**config.mk**
```make
export PLATFORM = sky130hd
export DESIGN_NAME = tl_adapter_bram
export DESIGN_NICKNAME = d
export VERILOG_FILES = /design/src/common/tl_pkg.sv /design/src/hw/tl_adapter_bram.sv
export SDC_FILE = /design/constraint.sdc
export NUM_CORES = 1
export LEC_CHECK = 0
export ABC_CLOCK_PERIOD_IN_PS = 1000
export BUFFER_PORTS_ARGS = -buffer_cell sky130_fd_sc_hd__buf_2
export CORE_AREA = 2 2 81 83
export DETAILED_ROUTE_END_ITERATION = 7
export DIE_AREA = 0 0 83 85
export GPL_ROUTABILITY_DRIVEN = 1
export PLACE_DENSITY = 0.57
export SYNTH_ARGS = -nofsm -noshare
export SYNTH_HDL_FRONTEND = slang
export SYNTH_SLANG_ARGS = --single-unit
```
**constraint.sdc**
```tcl
create_clock -name clk_i -period 1 [get_ports clk_i]
set_input_delay 0.15 -clock clk_i [delete_from_list [all_inputs] [get_ports clk_i]]
set_output_delay 0.15 -clock clk_i [all_outputs]
set_load 0.1 [all_outputs]
```
**src/common/tl_pkg.sv**
```systemverilog
// TL-UL bus widths, opcode encodings and RAM geometry shared by all blocks
`default_nettype none

package tl_pkg;

  ////////////////////////////////////////
  // Data path
  ////////////////////////////////////////

  // One word per beat, no bursts
  localparam int unsigned DataWidth = 32;
  localparam int unsigned DataBytes = DataWidth / 8;

  ////////////////////////////////////////
  // Addressing
  ////////////////////////////////////////

  // Byte address as seen on the A channel
  localparam int unsigned AddrWidth = 32;

  // Word index into the 1024-word RAM
  localparam int unsigned BramAddrWidth = 10;

  // Byte-in-word bits dropped before the RAM index
  localparam int unsigned WordOffset = $clog2(DataBytes);

  ////////////////////////////////////////
  // Source and size fields
  ////////////////////////////////////////

  localparam int unsigned HostSourceWidth = 4;

  // Device side carries one extra bit naming the host
  localparam int unsigned DevSourceWidth = HostSourceWidth + 1;

  localparam int unsigned SizeWidth = 3;

  ////////////////////////////////////////
  // Opcodes
  ////////////////////////////////////////

  // A channel, TL-UL encodings
  typedef enum logic [2:0] {
    PutFullData    = 3'h0,
    PutPartialData = 3'h1,
    Get            = 3'h4
  } tl_a_op_e;

  // D channel, TL-UL encodings
  typedef enum logic [2:0] {
    AccessAck     = 3'h0,
    AccessAckData = 3'h1
  } tl_d_op_e;

endpackage

`default_nettype wire

```
**src/hw/tl_adapter_bram.sv**
```systemverilog
// TL-UL device that drives a single-port BRAM, one response per request
`timescale 1ns/1ps
`default_nettype none

module tl_adapter_bram (
  input  wire logic                              clk_i,
  input  wire logic                              rst_ni,

  // A channel from the arbiter
  input  wire logic                              a_valid_i,
  input  wire tl_pkg::tl_a_op_e                  a_opcode_i,
  input  wire logic [tl_pkg::SizeWidth-1:0]      a_size_i,
  input  wire logic [tl_pkg::DevSourceWidth-1:0] a_source_i,
  input  wire logic [tl_pkg::AddrWidth-1:0]      a_address_i,
  input  wire logic [tl_pkg::DataBytes-1:0]      a_mask_i,
  input  wire logic [tl_pkg::DataWidth-1:0]      a_data_i,
  output logic                                   a_ready_o,

  // D channel back to the arbiter
  output logic                                   d_valid_o,
  output tl_pkg::tl_d_op_e                       d_opcode_o,
  output logic      [tl_pkg::SizeWidth-1:0]      d_size_o,
  output logic      [tl_pkg::DevSourceWidth-1:0] d_source_o,
  output logic      [tl_pkg::DataWidth-1:0]      d_data_o,
  input  wire logic                              d_ready_i,

  // RAM port
  output logic                                   bram_en_o,
  output logic                                   bram_we_o,
  output logic      [tl_pkg::BramAddrWidth-1:0]  bram_addr_o,
  output logic      [tl_pkg::DataBytes-1:0]      bram_wmask_o,
  output logic      [tl_pkg::DataWidth-1:0]      bram_wdata_o,
  input  wire logic [tl_pkg::DataWidth-1:0]      bram_rdata_i
);

  logic                              a_fire;
  logic                              d_valid_q;
  tl_pkg::tl_d_op_e                  d_opcode_q;
  logic [tl_pkg::SizeWidth-1:0]      d_size_q;
  logic [tl_pkg::DevSourceWidth-1:0] d_source_q;

  ////////////////////////////////////////
  // Request handshake
  ////////////////////////////////////////

  // Accept while the response slot is empty or draining this cycle
  assign a_ready_o = !d_valid_q || d_ready_i;
  assign a_fire    = a_valid_i && a_ready_o;

  ////////////////////////////////////////
  // RAM access
  ////////////////////////////////////////

  assign bram_en_o    = a_fire;
  // Both Put flavours write, the mask picks the lanes
  assign bram_we_o    = a_opcode_i != tl_pkg::Get;
  assign bram_addr_o  = a_address_i[tl_pkg::WordOffset +: tl_pkg::BramAddrWidth];
  assign bram_wmask_o = a_mask_i;
  assign bram_wdata_o = a_data_i;

  ////////////////////////////////////////
  // Response slot
  ////////////////////////////////////////

  always_ff @(posedge clk_i or negedge rst_ni) begin
    if (!rst_ni) begin
      d_valid_q <= 1'b0;
    end else if (a_fire) begin
      d_valid_q <= 1'b1;
    end else if (d_ready_i) begin
      d_valid_q <= 1'b0;
    end
  end

  // Echoed fields, loaded together with the RAM access
  always_ff @(posedge clk_i) begin
    if (a_fire) begin
      d_opcode_q <= (a_opcode_i == tl_pkg::Get) ? tl_pkg::AccessAckData : tl_pkg::AccessAck;
      d_size_q   <= a_size_i;
      d_source_q <= a_source_i;
    end
  end

  assign d_valid_o  = d_valid_q;
  assign d_opcode_o = d_opcode_q;
  assign d_size_o   = d_size_q;
  assign d_source_o = d_source_q;

  // RAM output stays put while stalled, no new access can start
  assign d_data_o   = bram_rdata_i;

endmodule

`default_nettype wire

```
Word-level counts from Yosys, hierarchy flattened:

Cells that the tools add are included.
Widths: inputs -> output; s select.

* register bits: 12
* input port bits: 115
* output and inout port bits: 93
* word-level logic and storage cells: 13

* eq/ne operators: 2
* multiplexer cells: 3
* reductions and logical operators: 4

Operator list (number)
* $eq 3x3->1 const B: 1
* $mux 1: 3
* $ne 3x3->1 const B: 1
* $reduce_bool 2->1: 1
* $logic_and 1x1->1: 1
* $logic_not 1->1: 1
* $logic_or 1x1->1: 1

Logic depth before layout (Yosys ltp):

* depth in word-level cells: 4
* mapped depth: 2

Least setup slack after synthesis:

OpenSTA, ideal clock, no wires.

* kind: flip-flop to flip-flop
* from: reg d_valid_q (netlist: d_valid_o)
* to: reg d_opcode_q[0] (netlist: d_opcode_o[0]), enable pin
* library setup time: 0.290 ns
* data arrival time: 1.718 ns
* path slack: -1.008 ns
* cell stages (with the launch flop): 3
* path buffers: 0
* cells stage by stage: dfrtp_1 -> nand2b_4 -> and2_4

* longest elaborated chain between the ends: 3

RTL lines
* start: declaration: line tl_adapter_bram.sv:37 `logic d_valid_q;`
* start signal: assignment: line tl_adapter_bram.sv:67 `d_valid_q <= 1'b0;`
* start signal: assignment: line tl_adapter_bram.sv:69 `d_valid_q <= 1'b1;`
* start signal: assignment: line tl_adapter_bram.sv:71 `d_valid_q <= 1'b0;`
* $logic_not 1->1: line tl_adapter_bram.sv:47 `assign a_ready_o = !d_valid_q || d_ready_i;`
* $logic_or 1x1->1: line tl_adapter_bram.sv:47
* named net a_ready_o: line tl_adapter_bram.sv:17 `output logic a_ready_o,`
* $logic_and 1x1->1: line tl_adapter_bram.sv:48 `assign a_fire = a_valid_i && a_ready_o;`
* named net bram_en_o: line tl_adapter_bram.sv:28 `output logic bram_en_o,`
* end signal: assignment: line tl_adapter_bram.sv:78 `d_opcode_q <= (a_opcode_i == tl_pkg::Get) ? tl_pkg::AccessAckData : tl_pkg::AccessAck;`
* end: declaration: line tl_adapter_bram.sv:38 `tl_pkg::tl_d_op_e d_opcode_q;`

The timed path passes the listed nets, and every way through them passes these cells.
A chain may end at the register's enable or synchronous reset.

Worst setup path in the final report:

* from: reg d_valid_q (netlist: d_valid_o)
* to: out bram_en_o

* longest elaborated chain between the ends: 3

RTL lines (line)
* $logic_not 1->1: tl_adapter_bram.sv:47
* $logic_or 1x1->1: tl_adapter_bram.sv:47
* $logic_and 1x1->1: tl_adapter_bram.sv:48
* end: declaration: tl_adapter_bram.sv:28

No other way between the ends.

==> run summary <==
The placer congestion estimate came out at 0.737. In this run the biggest area consumer among cell types represents 63.7% of the synthesized area. Number of storage elements in the synthesis netlist: 10.

The tools report the die area as 7060 µm². Setup repair after global routing could not meet its margin everywhere. The analysis attributes to cell leakage a power of 0.345 nW. In this run the vertical extent of the chip is 85 µm. The run gives 4.93% as the global router's overall resource usage. The first global-routing pass estimated 2400 µm of wire. The worst path buffer plus inverter count works out to 1.

In the synthesized netlist, the cells that appear most often are sky130_fd_sc_hd__buf_4 (80), sky130_fd_sc_hd__edfxtp_1 (9). After routing the design area is 853 µm². In the post-synthesis netlist, the cell with the most instances is sky130_fd_sc_hd__buf_4.

The logs give 0 for the count of endpoints failing hold in the final timing report and 12 for the count of final setup violators. The proportion of register bits with asynchronous set or reset after synthesis was 10.0%. For this design the ratio of total power to cell area is 1580 nW/µm². For the number of buffers between clock root and the deepest sink, the log shows 2. Critical setup path kind: reg2out. The number of max-capacitance violations reported was 0; the number of top-level pins was 208. The total of buffers placed on input and output ports came out at 27.

The Yosys warning count came out at 0. For the worst setup path, the data required time is 850 ps. After detailed routing, the number of remaining DRC violations is 0. The main combinational cell family by area after synthesis was buffers and inverters. The minimum clock period after layout came out at 1250 ps. Number of enable-type register cells in the synthesized netlist: 9.

The tree built by TritonCTS fans out to 10 sinks. The worst path setup slack after routing was -249 ps; the standard-cell row count was 29. The run gives 230 ps as the worst-skew pair later-pin latency. For the final routed database, the setup TNS stands at -2090 ps. The logs give 0 for the count of final max-slew check failures and 1950 µm for the total wire length. After synthesis, the share of cell area in mux cells is 0%. The run gives 4 as the number of DRC markers in iteration 0.

Largest area contributor in the netlist: sky130_fd_sc_hd__buf_4. The remaining global-route overflow is 0, and the upper clock frequency limit is 801 MHz. The tools report the H-tree level count as 1.

Before antenna repair, the detailed router went through 2 iterations. The number of antenna violations at the first check in global routing came out at 0. The logs give 124 for the post-placement cell count and 10 for the unique cell type count in the Yosys netlist. 0 antenna diodes ended up in the layout. The worst vdd rail ir drop was 0.576 mV; the detailed-route vias per instance was 2.88.

STA classifies the critical path startpoint as a flop. After clock tree synthesis, the clock-pin slew on the worst setup and hold paths is 40 ps. The starting utilization of the core area is 15.2%, and the clock buffer count from CTS is 3. Of the total synthesized cell area, the portion taken by AND, OR, NAND and NOR gates is 4.52%. Averaged over all synthesized cells, the footprint is 9.71 µm². Once layout is complete, the utilization of the core stands at 13.8%. The total number of vias was 375; the synthesized-area fraction occupied by ao, oa, aoi and oai cells was 0%. The net count of the finished layout is 169. Dividing the final minimum period by the clock period gives 125%. The xor and xnor area share after synthesis was 0%. The cell with the biggest individual delay on the critical path was sky130_fd_sc_hd__dfrtp_4.

The synthesized instance count is 97. STA classifies the critical path endpoint as an output pin. For the number of global-route vias before repair, the log shows 384. The type of the tightest min-delay check is in2reg. Along the worst path, the maximum fanout reaches 2. Compared with the post-synthesis result, the final layout area differs by -9.43%. The flow ran to the end, but the final reports show violations.

In this run the cell area of the synthesized design comes to 942 µm². The share of synthesized area occupied by flip-flops and latches was 31.3%. The die extent in x works out to 83 µm. On the final layout, the worst clock skew is 0.994 ps. For the number of cells upsized or downsized after cts, the log shows 0. The final reports fail on negative setup slack. The cell sitting at the root of the clock tree is a sky130_fd_sc_hd__clkbuf_8. In this run the remaining antenna-violating nets after routing total 0.

TritonCTS built the clock tree. The final-layout worst hold slack came out at 92.7 ps. The arithmetic-cell share of the synthesized area counting full adders, half adders and majority gates was 0%; the core footprint was 6200 µm². Data on the critical path arrives at its endpoint at 1100 ps. After detailed routing, the average wire length per cell comes to 15.0 µm.

The dominant register cell in the synthesized netlist is sky130_fd_sc_hd__edfxtp_1. For the area after detailed placement, the log shows 791 µm². After synthesis, the cell types taking the most area are sky130_fd_sc_hd__buf_4 (64%), sky130_fd_sc_hd__edfxtp_1 (29%), sky130_fd_sc_hd__dfrtp_1 (2.7%). The worst reg-to-reg setup slack came out at -160 ps.

The post-route netlist has 67.9% of its cells at a drive strength greater than 1. The critical path's top delay family is flip-flops. The logs give 130 for the final non-filler cell total and 10 for the pin count of the biggest net entering global routing. On the worst path, the slowest cell contributes a delay of 480 ps.

Traced cell by cell, the critical path runs through nand2b_4, and2_4, buf_12.
-- worst reg2reg max path, delay by kind of cell (launching register included) --
family | cells | cell delay (ps)
simple gates | 2 | 220
buf+inv | 1 | 170
flops | 1 | 480
-- sequential cells by signal (all words and copies together) (netlist names) --
| signal | flops |
|---|---|
| d_source_o | 5 |
| d_valid_o | 1 |
| d_opcode_o | 1 |
| d_size_o | 3 |
-- area by class of cell --
class,instances,area (µm²)
fillers,681,5350
repair buffers,31,363
flip-flops and latches,10,299
well taps,77,96.3
multi-input cells,8,50.0
clock buffers,3,41.3
clock inverters,1,3.75
-- what timing repair did --
action | CTS | global route
endpoints found under the hold margin | 1 | 0
setup buffers | 1 | 0
endpoints found under the setup margin | 12 | 15
hold buffers | 1 | 0
gates cloned | 0 | 0
-- routing by layer --
metal	GRT usage [%]	part of all wire (%)	up-vias
met3	5.84	28	34
met1	1.48	15	133
met4	8.49	15	0
li1	-	-	128
met5	0	0	-
met2	7.26	43	80
-- layout by cell type, fill, tap and decap left out --
| cell type | netlist | final |
|---|---|---|
| sky130_fd_sc_hd__and2_4 | 1 | 1 |
| sky130_fd_sc_hd__edfxtp_1 | 9 | 9 |
| sky130_fd_sc_hd__nor2_1 | 1 | 1 |
| sky130_fd_sc_hd__clkinv_1 | 0 | 1 |
| sky130_fd_sc_hd__clkbuf_8 | 0 | 3 |
| sky130_fd_sc_hd__buf_2 | 0 | 14 |
| sky130_fd_sc_hd__nand2b_4 | 1 | 1 |
| sky130_fd_sc_hd__and2_1 | 1 | 1 |
| sky130_fd_sc_hd__buf_12 | 0 | 13 |
| sky130_fd_sc_hd__nand2_1 | 1 | 1 |
| sky130_fd_sc_hd__dfrtp_4 | 0 | 1 |
| sky130_fd_sc_hd__dlygate4sd3_1 | 0 | 1 |
| sky130_fd_sc_hd__nand2b_1 | 1 | 1 |
| sky130_fd_sc_hd__buf_4 | 80 | 3 |
| sky130_fd_sc_hd__conb_1 | 1 | 2 |
-- path summary, 6_finish.rpt --
path,endpoint,cells after the start,startpoint
max,bram_en_o,3,d_valid_o
min,d_source_o[2],1,a_source_i[2]
max in group asynchronous,d_valid_o,2,rst_ni
min reg2reg,d_valid_o,3,d_valid_o
max reg2reg,d_source_o[1],3,d_valid_o
min in group asynchronous,d_valid_o,2,rst_ni
-- stage by stage --
stage / worst slack (ps) / total power [W]
4_1_cts: -257 / 0.00137
3_3_place_gp: -104 / 0.000943
6_report: -249 / 0.00135
5_1_grt: -285 / 0.00140
2_1_floorplan: -738 / 0.00225
3_5_place_dp: -109 / 0.000945
-- logic make-up (layout without fill, tap and decap cells) --
| kind of cell | after synthesis | after routing |
|---|---|---|
| flops | 10 | 10 |
| buf+inv | 80 | 35 |
| simple gates | 6 | 6 |
| other cells | 1 | 2 |
-- report_power, final --
group	internal, W	switching [W]	leakage (nW)
combinational	0.000150	0.000286	0.225
clock	0.000267	0.000141	0.0231
sequential	0.000488	0.0000175	0.0963
Note: power is estimated with default switching activity, not from simulation.
