## config.mk

```make
export PLATFORM = sky130hd
export DESIGN_NAME = tl_host_arb
export DESIGN_NICKNAME = d
export VERILOG_FILES = /design/src/common/tl_pkg.sv /design/src/hw/tl_host_arb.sv
export SDC_FILE = /design/constraint.sdc
export NUM_CORES = 1
export LEC_CHECK = 0
export ABC_AREA = 1
export BUFFER_PORTS_ARGS = -buffer_cell sky130_fd_sc_hd__buf_2
export CORE_AREA = 2 2 145 147
export CTS_BUF_LIST = sky130_fd_sc_hd__clkbuf_16
export DETAILED_ROUTE_END_ITERATION = 8
export DIE_AREA = 0 0 147 149
export GPL_TIMING_DRIVEN = 1
export SLEW_MARGIN = 20
export SYNTH_ARGS = -nofsm -noshare
export SYNTH_HDL_FRONTEND = slang
export SYNTH_SLANG_ARGS = --single-unit
```

## constraint.sdc

```tcl
create_clock -name clk_i -period 3.34 [get_ports clk_i]
set_input_delay 0.167 -clock clk_i [delete_from_list [all_inputs] [get_ports clk_i]]
set_output_delay 0.167 -clock clk_i [all_outputs]
set_load 0.02 [all_outputs]
```

## src/common/tl_pkg.sv

```systemverilog
// TL-UL bus widths, opcode encodings and RAM geometry shared by all blocks
`default_nettype none

package tl_pkg;

  ////////////////////////////////////////
  // Data path
  ////////////////////////////////////////

  // One word per beat, no bursts
  localparam int unsigned DataWidth = 32;
  localparam int unsigned DataBytes = DataWidth / 8;

  ////////////////////////////////////////
  // Addressing
  ////////////////////////////////////////

  // Byte address as seen on the A channel
  localparam int unsigned AddrWidth = 32;

  // Word index into the 1024-word RAM
  localparam int unsigned BramAddrWidth = 10;

  // Byte-in-word bits dropped before the RAM index
  localparam int unsigned WordOffset = $clog2(DataBytes);

  ////////////////////////////////////////
  // Source and size fields
  ////////////////////////////////////////

  localparam int unsigned HostSourceWidth = 4;

  // Device side carries one extra bit naming the host
  localparam int unsigned DevSourceWidth = HostSourceWidth + 1;

  localparam int unsigned SizeWidth = 3;

  ////////////////////////////////////////
  // Opcodes
  ////////////////////////////////////////

  // A channel, TL-UL encodings
  typedef enum logic [2:0] {
    PutFullData    = 3'h0,
    PutPartialData = 3'h1,
    Get            = 3'h4
  } tl_a_op_e;

  // D channel, TL-UL encodings
  typedef enum logic [2:0] {
    AccessAck     = 3'h0,
    AccessAckData = 3'h1
  } tl_d_op_e;

endpackage

`default_nettype wire

```

## src/hw/tl_host_arb.sv

```systemverilog
// Two-host round-robin TL-UL arbiter with source tagging and response routing
`timescale 1ns/1ps
`default_nettype none

module tl_host_arb (
  input  wire logic                               clk_i,
  input  wire logic                               rst_ni,

  // Host 0 A channel
  input  wire logic                               h0_a_valid_i,
  input  wire tl_pkg::tl_a_op_e                   h0_a_opcode_i,
  input  wire logic [tl_pkg::SizeWidth-1:0]       h0_a_size_i,
  input  wire logic [tl_pkg::HostSourceWidth-1:0] h0_a_source_i,
  input  wire logic [tl_pkg::AddrWidth-1:0]       h0_a_address_i,
  input  wire logic [tl_pkg::DataBytes-1:0]       h0_a_mask_i,
  input  wire logic [tl_pkg::DataWidth-1:0]       h0_a_data_i,
  output logic                                    h0_a_ready_o,

  // Host 0 D channel
  output logic                                    h0_d_valid_o,
  output tl_pkg::tl_d_op_e                        h0_d_opcode_o,
  output logic      [tl_pkg::SizeWidth-1:0]       h0_d_size_o,
  output logic      [tl_pkg::HostSourceWidth-1:0] h0_d_source_o,
  output logic      [tl_pkg::DataWidth-1:0]       h0_d_data_o,
  input  wire logic                               h0_d_ready_i,

  // Host 1 A channel
  input  wire logic                               h1_a_valid_i,
  input  wire tl_pkg::tl_a_op_e                   h1_a_opcode_i,
  input  wire logic [tl_pkg::SizeWidth-1:0]       h1_a_size_i,
  input  wire logic [tl_pkg::HostSourceWidth-1:0] h1_a_source_i,
  input  wire logic [tl_pkg::AddrWidth-1:0]       h1_a_address_i,
  input  wire logic [tl_pkg::DataBytes-1:0]       h1_a_mask_i,
  input  wire logic [tl_pkg::DataWidth-1:0]       h1_a_data_i,
  output logic                                    h1_a_ready_o,

  // Host 1 D channel
  output logic                                    h1_d_valid_o,
  output tl_pkg::tl_d_op_e                        h1_d_opcode_o,
  output logic      [tl_pkg::SizeWidth-1:0]       h1_d_size_o,
  output logic      [tl_pkg::HostSourceWidth-1:0] h1_d_source_o,
  output logic      [tl_pkg::DataWidth-1:0]       h1_d_data_o,
  input  wire logic                               h1_d_ready_i,

  // Device A channel
  output logic                                    dev_a_valid_o,
  output tl_pkg::tl_a_op_e                        dev_a_opcode_o,
  output logic      [tl_pkg::SizeWidth-1:0]       dev_a_size_o,
  output logic      [tl_pkg::DevSourceWidth-1:0]  dev_a_source_o,
  output logic      [tl_pkg::AddrWidth-1:0]       dev_a_address_o,
  output logic      [tl_pkg::DataBytes-1:0]       dev_a_mask_o,
  output logic      [tl_pkg::DataWidth-1:0]       dev_a_data_o,
  input  wire logic                               dev_a_ready_i,

  // Device D channel
  input  wire logic                               dev_d_valid_i,
  input  wire tl_pkg::tl_d_op_e                   dev_d_opcode_i,
  input  wire logic [tl_pkg::SizeWidth-1:0]       dev_d_size_i,
  input  wire logic [tl_pkg::DevSourceWidth-1:0]  dev_d_source_i,
  input  wire logic [tl_pkg::DataWidth-1:0]       dev_d_data_i,
  output logic                                    dev_d_ready_o
);

  localparam int unsigned TagBit = tl_pkg::DevSourceWidth - 1;

  // 1 means host 1 won the last completed transfer
  logic last_q;
  // 1 selects host 1 for this cycle
  logic sel;
  logic d_tag;

  ////////////////////////////////////////
  // Grant
  ////////////////////////////////////////

  // Host 1 wins if alone, or on a tie when host 0 won last
  assign sel = h1_a_valid_i && (!h0_a_valid_i || !last_q);

  always_ff @(posedge clk_i or negedge rst_ni) begin
    if (!rst_ni) begin
      // Host 0 takes the first tie
      last_q <= 1'b1;
    end else if (dev_a_valid_o && dev_a_ready_i) begin
      last_q <= sel;
    end
  end

  ////////////////////////////////////////
  // Request forwarding
  ////////////////////////////////////////

  assign dev_a_valid_o   = h0_a_valid_i || h1_a_valid_i;
  assign dev_a_opcode_o  = sel ? h1_a_opcode_i  : h0_a_opcode_i;
  assign dev_a_size_o    = sel ? h1_a_size_i    : h0_a_size_i;
  assign dev_a_address_o = sel ? h1_a_address_i : h0_a_address_i;
  assign dev_a_mask_o    = sel ? h1_a_mask_i    : h0_a_mask_i;
  assign dev_a_data_o    = sel ? h1_a_data_i    : h0_a_data_i;

  // Host number goes into the top source bit
  assign dev_a_source_o  = sel ? {1'b1, h1_a_source_i} : {1'b0, h0_a_source_i};

  assign h0_a_ready_o = !sel && dev_a_ready_i;
  assign h1_a_ready_o = sel && dev_a_ready_i;

  ////////////////////////////////////////
  // Response routing
  ////////////////////////////////////////

  assign d_tag = dev_d_source_i[TagBit];

  assign h0_d_valid_o = dev_d_valid_i && !d_tag;
  assign h1_d_valid_o = dev_d_valid_i && d_tag;
  assign dev_d_ready_o = d_tag ? h1_d_ready_i : h0_d_ready_i;

  // Payload is shared, only valid tells the hosts apart
  assign h0_d_opcode_o = dev_d_opcode_i;
  assign h0_d_size_o   = dev_d_size_i;
  assign h0_d_source_o = dev_d_source_i[TagBit-1:0];
  assign h0_d_data_o   = dev_d_data_i;

  assign h1_d_opcode_o = dev_d_opcode_i;
  assign h1_d_size_o   = dev_d_size_i;
  assign h1_d_source_o = dev_d_source_i[TagBit-1:0];
  assign h1_d_data_o   = dev_d_data_i;

endmodule

`default_nettype wire

```

# ---- Word-level counts from Yosys, hierarchy flattened
# Cells that the tools add are included.
dict set report op_classes {
  reduce_logical 12
  muxes 7
}
# cell count
set op_table {}
lappend op_table {{two-way mux 32 bit} 2}
lappend op_table {{logical AND 1 bit} 6}
lappend op_table {{two-way mux 3 bit} 2}
lappend op_table {{two-way mux 5 bit} 1}
lappend op_table {{logical NOT 1 bit} 4}
lappend op_table {{two-way mux 4 bit} 1}
lappend op_table {{logical OR 1 bit} 2}
lappend op_table {{two-way mux 1 bit} 1}
dict set report word_totals {
  reg_bits 1
  elab_cells 20
  output_inout_bits 169
}

# ---- Logic depth before layout (Yosys ltp)
# Gate-level depths: netlist (run 1).
dict set report depth {
  ltp_word 5
  ltp_mapped 6
}

# ---- Worst setup path after synthesis (run 1)
# OpenSTA, ideal clock, no wires.
dict set report synth_timing {
  path_type {register to output}
  start {register last_q}
  end {output dev_a_data_o[14] (netlist name)}
  path_stages_with_launch 7
  slack_ns 1.909
  path_buffers 2
  arrival_ns 1.264
  cell_sequence {dfstp_2 -> nand2_1 -> nand2_1 -> buf_2 -> buf_4 -> nand2_1 -> nand2_1}
}
dict set report synth_between {
  elab_chain_len 4
}
# element line
set synth_lines {}
lappend synth_lines {{start, declared} tl_host_arb.sv:67} ;# logic last_q;
lappend synth_lines {{start signal, assigned} tl_host_arb.sv:84} ;# last_q <= sel;
lappend synth_lines {{logical NOT 1 bit} tl_host_arb.sv:77} ;# assign sel = h1_a_valid_i && (!h0_a_valid_i || !last_q);
lappend synth_lines {{logical OR 1 bit} tl_host_arb.sv:77}
lappend synth_lines {{logical AND 1 bit} tl_host_arb.sv:77}
lappend synth_lines {{two-way mux 32 bit} tl_host_arb.sv:97} ;# assign dev_a_data_o = sel ? h1_a_data_i : h0_a_data_i;
lappend synth_lines {{end, declared} tl_host_arb.sv:52} ;# output logic [tl_pkg::DataWidth-1:0] dev_a_data_o,
# Every way passes these cells.

# ---- Final worst setup path (run 1)
dict set report layout_timing {
  start {register last_q}
  end {output dev_a_data_o[29] (netlist name)}
}
# The elaborated chain is that of the path after synthesis.

==> impl_metrics.json, run 1 <==
{
  "status": "finished clean",
  "place_hpwl_um": 6560,
  "power_switching_mw": 0.3067,
  "yosysSeqAreaShare_pct": 1.542,
  "reg_top3": "last_q: 1 flops",
  "syn_avg_cell_area_um2": 4.800,
  "grt_max_degree": 51,
  "p_leak_nw": 1.780,
  "insertion_delay_ns": 0,
  "crit_type": "reg -> out",
  "timing.rr.start": "last_q",
  "largest_register_ffs": 1,
  "rsz0062_at_grt": "no",
  "first_global_vias": 2195,
  "setup_slack_ns": 1.338,
  "synth_cells": 355,
  "ys_ff_latch": 1,
  "synth_fp_nets": 562,
  "fillers": 2418,
  "drt-vias-per-instance": 3.132,
  "ioPinCount": 376,
  "fp-row-count": 53,
  "first_pass_iters": 4,
  "final_common_cell": "buf_2",
  "drc": 0,
  "worstPathRequired_ns": 3.17,
  "grt_pass1_wl_um": 10960,
  "largest-register": "last_q",
  "die_w_um": 147,
  "hold_viol": 0,
  "drt_iter0_markers": 89,
  "r2r_cells": 3,
  "post-place-ws_ns": 1.299,
  "vias": 2446,
  "worst_pin_slew_ns": 0.7294,
  "wl_met3_um": 884,
  "regArea_um2": 26.28,
  "power.internal_mw": 0.2027,
  "synthesis.area_um2": 1704,
  "pwr-share-comb_pct": 96.6,
  "finalInstanceArea_um2": 2623,
  "drv_cap": 0,
  "pwr-share-clk_pct": 0,
  "gp_congestion": 0.8213,
  "power_density_nw_per_um2": 194.3,
  "end_kind": "output pin",
  "drv_slew": 0,
  "multi_input_area_um2": 948.4,
  "die_h_um": 149,
  "hold_class": "in -> async",
  "slew_headroom_pct": 51.20,
  "power.share.sequential_pct": 3.4,
  "grtUsageTotal_pct": 6.238,
  "period_share_pct": 59.93,
  "finalSetupTns_ns": 0,
  "reg2reg_to": "last_q",
  "ys_warn_count": 0,
  "fmax_mhz": 499.6,
  "drive_gt1_share_pct": 50.59,
  "peakVddDrop_uv": 126.6,
  "clkSlewWorstSetupHoldPaths_ns": 0,
  "design.core.area_um2": 20560,
  "cts_resized": 0,
  "start_util_pct": 8.290,
  "place_area_um2": 2623,
  "ant_nets": 0,
  "holdBufCountCts": 0,
  "num_antenna_cells": 0,
  "grt_remaining_overflow": 0,
  "port_buffers": 249,
  "routed_wl_um": 7715,
  "antenna_found_initial": 0,
  "routedWlPerCell_um": 9.878,
  "setup_viol": 0,
  "crit_fanout": 43,
  "dieArea_um2": 21900,
  "wirelength_met1_um": 2675,
  "fin_nets": 715,
  "crit_arrival_ns": 1.83,
  "ff2ff_setup_slack_ns": 2.46,
  "finClkSkew_ns": 0,
  "syn_to_final_growth_pct": 53.89,
  "route.met2.wl_um": 3718,
  "fin_crit_ns": 2.002,
  "layout_common_cells": "buf_2 (249), nand2_1 (239), inv_1 (6)",
  "synthDistinctLibCells": 11,
  "route.top_layer_used": "met4",
  "post_cts_buffers": 0,
  "swShare_pct": 60.20,
  "setup.worst_path.start_class": "register"
}
## cell families (layout without fill, tap and decap cells)
kind of cell           Yosys count  after routing  synth area share [%]
buffers and inverters          107            258                 43.39
and+or+nand+nor                244            244                 53.96
AOI/OAI and AO/OA                3              3                 1.101
DFF                              1              1                 1.542
## critical path, cell delays in order (launching register included)
cell     delay (ns)
dfstp_2        0.54
nand2_1        0.09
nand2_2        0.55
buf_12         0.28
nand2_1        0.08
nand2_1        0.08
buf_2          0.16
## routing by layer
metal  global-route usage [%]  vias to the layer above
met5                        0                        -
met4                    3.510                        0
met3                    1.498                       38
met2                    11.53                      173
met1                    6.496                      970
li1                         -                     1265
## through the flow
step           instances  total power [mW]  util (%)  hold WS, ns
6_report             781            0.5094     12.76       0.1006
2_1_floorplan        355            0.4383         -      0.01916
3_5_place_dp         781            0.5150     12.76       0.1032
4_1_cts              781            0.5167     12.76       0.1032
5_1_grt              781            0.5616     12.76       0.1073
3_3_place_gp         781            0.5100     12.76       0.1094
## cell usage after synthesis
library cell  number  area, um^2
buf_4             87       653.1
dfstp_2            1       26.28
or2_2              1       6.260
nand2_1          240       900.9
clkbuf_1           5       18.77
a21oi_2            1       8.760
o21ai_0            2       10.01
nor2_1             2       7.510
nand3_1            1       5.000
buf_2              9       45.04
inv_1              6       22.52
## power by group through the flow
stage                     Sequential (mW)  Combinational (mW)  Clock (mW)
after global placement             0.0169               0.493           0
after global routing               0.0175               0.544           0
after CTS                          0.0172               0.500           0
final                              0.0172               0.492           0
after detailed placement           0.0172               0.498           0
after floorplan                    0.0163               0.422           0
## worst max path at each step
stage          startpoint            endpoint  cells after the start
4_1_cts            last_q    dev_a_data_o[29]                      6
6_report           last_q    dev_a_data_o[29]                      6
3_3_place_gp       last_q    dev_a_data_o[29]                      6
3_5_place_dp       last_q    dev_a_data_o[29]                      6
2_1_floorplan      last_q    dev_a_data_o[14]                      6
5_1_grt            last_q  dev_a_address_o[7]                      6
## layout make-up
class	count	share of cell area [%]
Tap cell	275	13.12
Multi-Input combinational cell	247	36.16
Timing Repair Buffer	252	48.85
Inverter	6	0.8588
Sequential cell	1	1.002
No activity file was read; power rests on OpenSTA's default activity.
==> inputs of run 2 (changes only) <==
CORE_AREA = 2 2 147 149   (was 2 2 145 147)
DIE_AREA = 0 0 149 151   (was 0 0 147 149)
clock period = 2.09 ns   (was 3.34 ns; I/O delays follow)
==> impl_metrics.json, run 2 (same netlist as run 1, synthesis figures left out) <==
{
  "status": "finished clean",
  "grt_remaining_overflow": 0,
  "start_util_pct": 8.184,
  "grtUsageTotal_pct": 5.433,
  "fmax_mhz": 660.4,
  "gp_congestion": 0.7849,
  "layout_common_cells": "buf_2 (249), nand2_1 (239), inv_1 (6)",
  "die_w_um": 149,
  "finClkSkew_ns": 0,
  "dpl.cell_count": 780,
  "place_hpwl_um": 6221,
  "ioPinCount": 376,
  "crit_type": "reg -> out",
  "period_share_pct": 72.45,
  "syn_to_final_growth_pct": 54.33,
  "grt_max_degree": 81,
  "hold_viol": 0,
  "first_pass_iters": 4,
  "largest_register_ffs": 1,
  "r2r_cells": 3,
  "design.core.area_um2": 20820,
  "p_leak_nw": 1.780,
  "crit_fanout": 78,
  "antenna_found_initial": 1,
  "cts_resized": 0,
  "drt-vias-per-instance": 3.141,
  "power_density_nw_per_um2": 309.3,
  "end_kind": "output pin",
  "rsz0062_at_grt": "no",
  "holdBufCountCts": 0,
  "drc": 0,
  "drt_iter0_markers": 84,
  "routed_wl_um": 7460,
  "drv_slew": 0,
  "insertion_delay_ns": 0,
  "clkSlewWorstSetupHoldPaths_ns": 0,
  "worstPathRequired_ns": 1.99,
  "fin_crit_ns": 1.514,
  "fin_nets": 714,
  "total_power_mw": 0.8135,
  "finalSetupTns_ns": 0,
  "largest-register": "last_q",
  "hold_class": "in -> async",
  "die_h_um": 151,
  "fin_hold_ws_ns": 0.03820,
  "post_cts_buffers": 0,
  "grt_pass1_wl_um": 9770,
  "drive_gt1_share_pct": 50.50,
  "ant_nets": 0,
  "final_common_cell": "buf_2",
  "fp-row-count": 53,
  "setup_viol": 0,
  "crit_arrival_ns": 1.41,
  "slew_headroom_pct": 75.99,
  "peakVddDrop_uv": 163.3,
  "reg_top3": "last_q: 1 flops",
  "first_global_vias": 2045,
  "final_cells": 781,
  "fillers": 2454,
  "setup.worst_path.start_class": "register",
  "port_buffers": 249,
  "drv_cap": 0,
  "routedWlPerCell_um": 9.552,
  "worst_pin_slew_ns": 0.3601,
  "dieArea_um2": 22500,
  "vias": 2453
}
[run 2: cell types whose count changed in the layout (fill, tap and decap cells not counted), sizes merged]
cell   delta
buf       -1
diode     +1
[run 2: path summary, 6_finish.rpt]
check	slack [ns]	start	to
min in group clk_i	0.21	dev_d_source_i[0]	h0_d_source_o[0]
min	0.04	rst_ni	last_q
max	0.58	last_q	dev_a_data_o[27]
max in group asynchronous	2.03	rst_ni	last_q
min reg2reg	0.48	last_q	last_q
max reg2reg	1.24	last_q	last_q
[run 2: worst max-delay path, stage by stage, from the launching register on]
cell and delay, ns:
dfstp_2 0.54, nand2_1 0.08, nand2_2 0.08, buf_12 0.30, nand2_1 0.09, nand2_1 0.11, buf_2 0.17
[run 2: power by group]
part	internal, mW	total, mW	switching (mW)
clock network	0.0000000639	0.0000000639	0
registers	0.0242	0.0273	0.00305
logic	0.302	0.786	0.484
total	0.326	0.813	0.487
[run 2: cell type report]
type	count	area (um^2)	area share, %
antenna	1	2.502	0.09515
inverter	6	22.52	0.8563
multi-input combinational	247	948.4	36.06
sequential	1	26.28	0.9990
tap	275	344.1	13.08
timing repair buffer	251	1286	48.91
[run 2: through the flow]
stage	setup slack, ns	area (um^2)	utilization (%)
2_1_floorplan	0.7216	1704	-
3_3_place_gp	0.5816	2628	12.62
3_5_place_dp	0.5656	2628	12.62
4_1_cts	0.5678	2628	12.62
5_1_grt	0.4966	2628	12.62
6_report	0.5758	2630	12.63
[run 2: metal layers]
layer	vias up	wire length, um	track usage [%]
met2	166	3660	10.39
li1	1264	-	-
met5	-	0	0
met1	980	2590	5.418
met4	0	413	3.190
met3	43	796	1.114
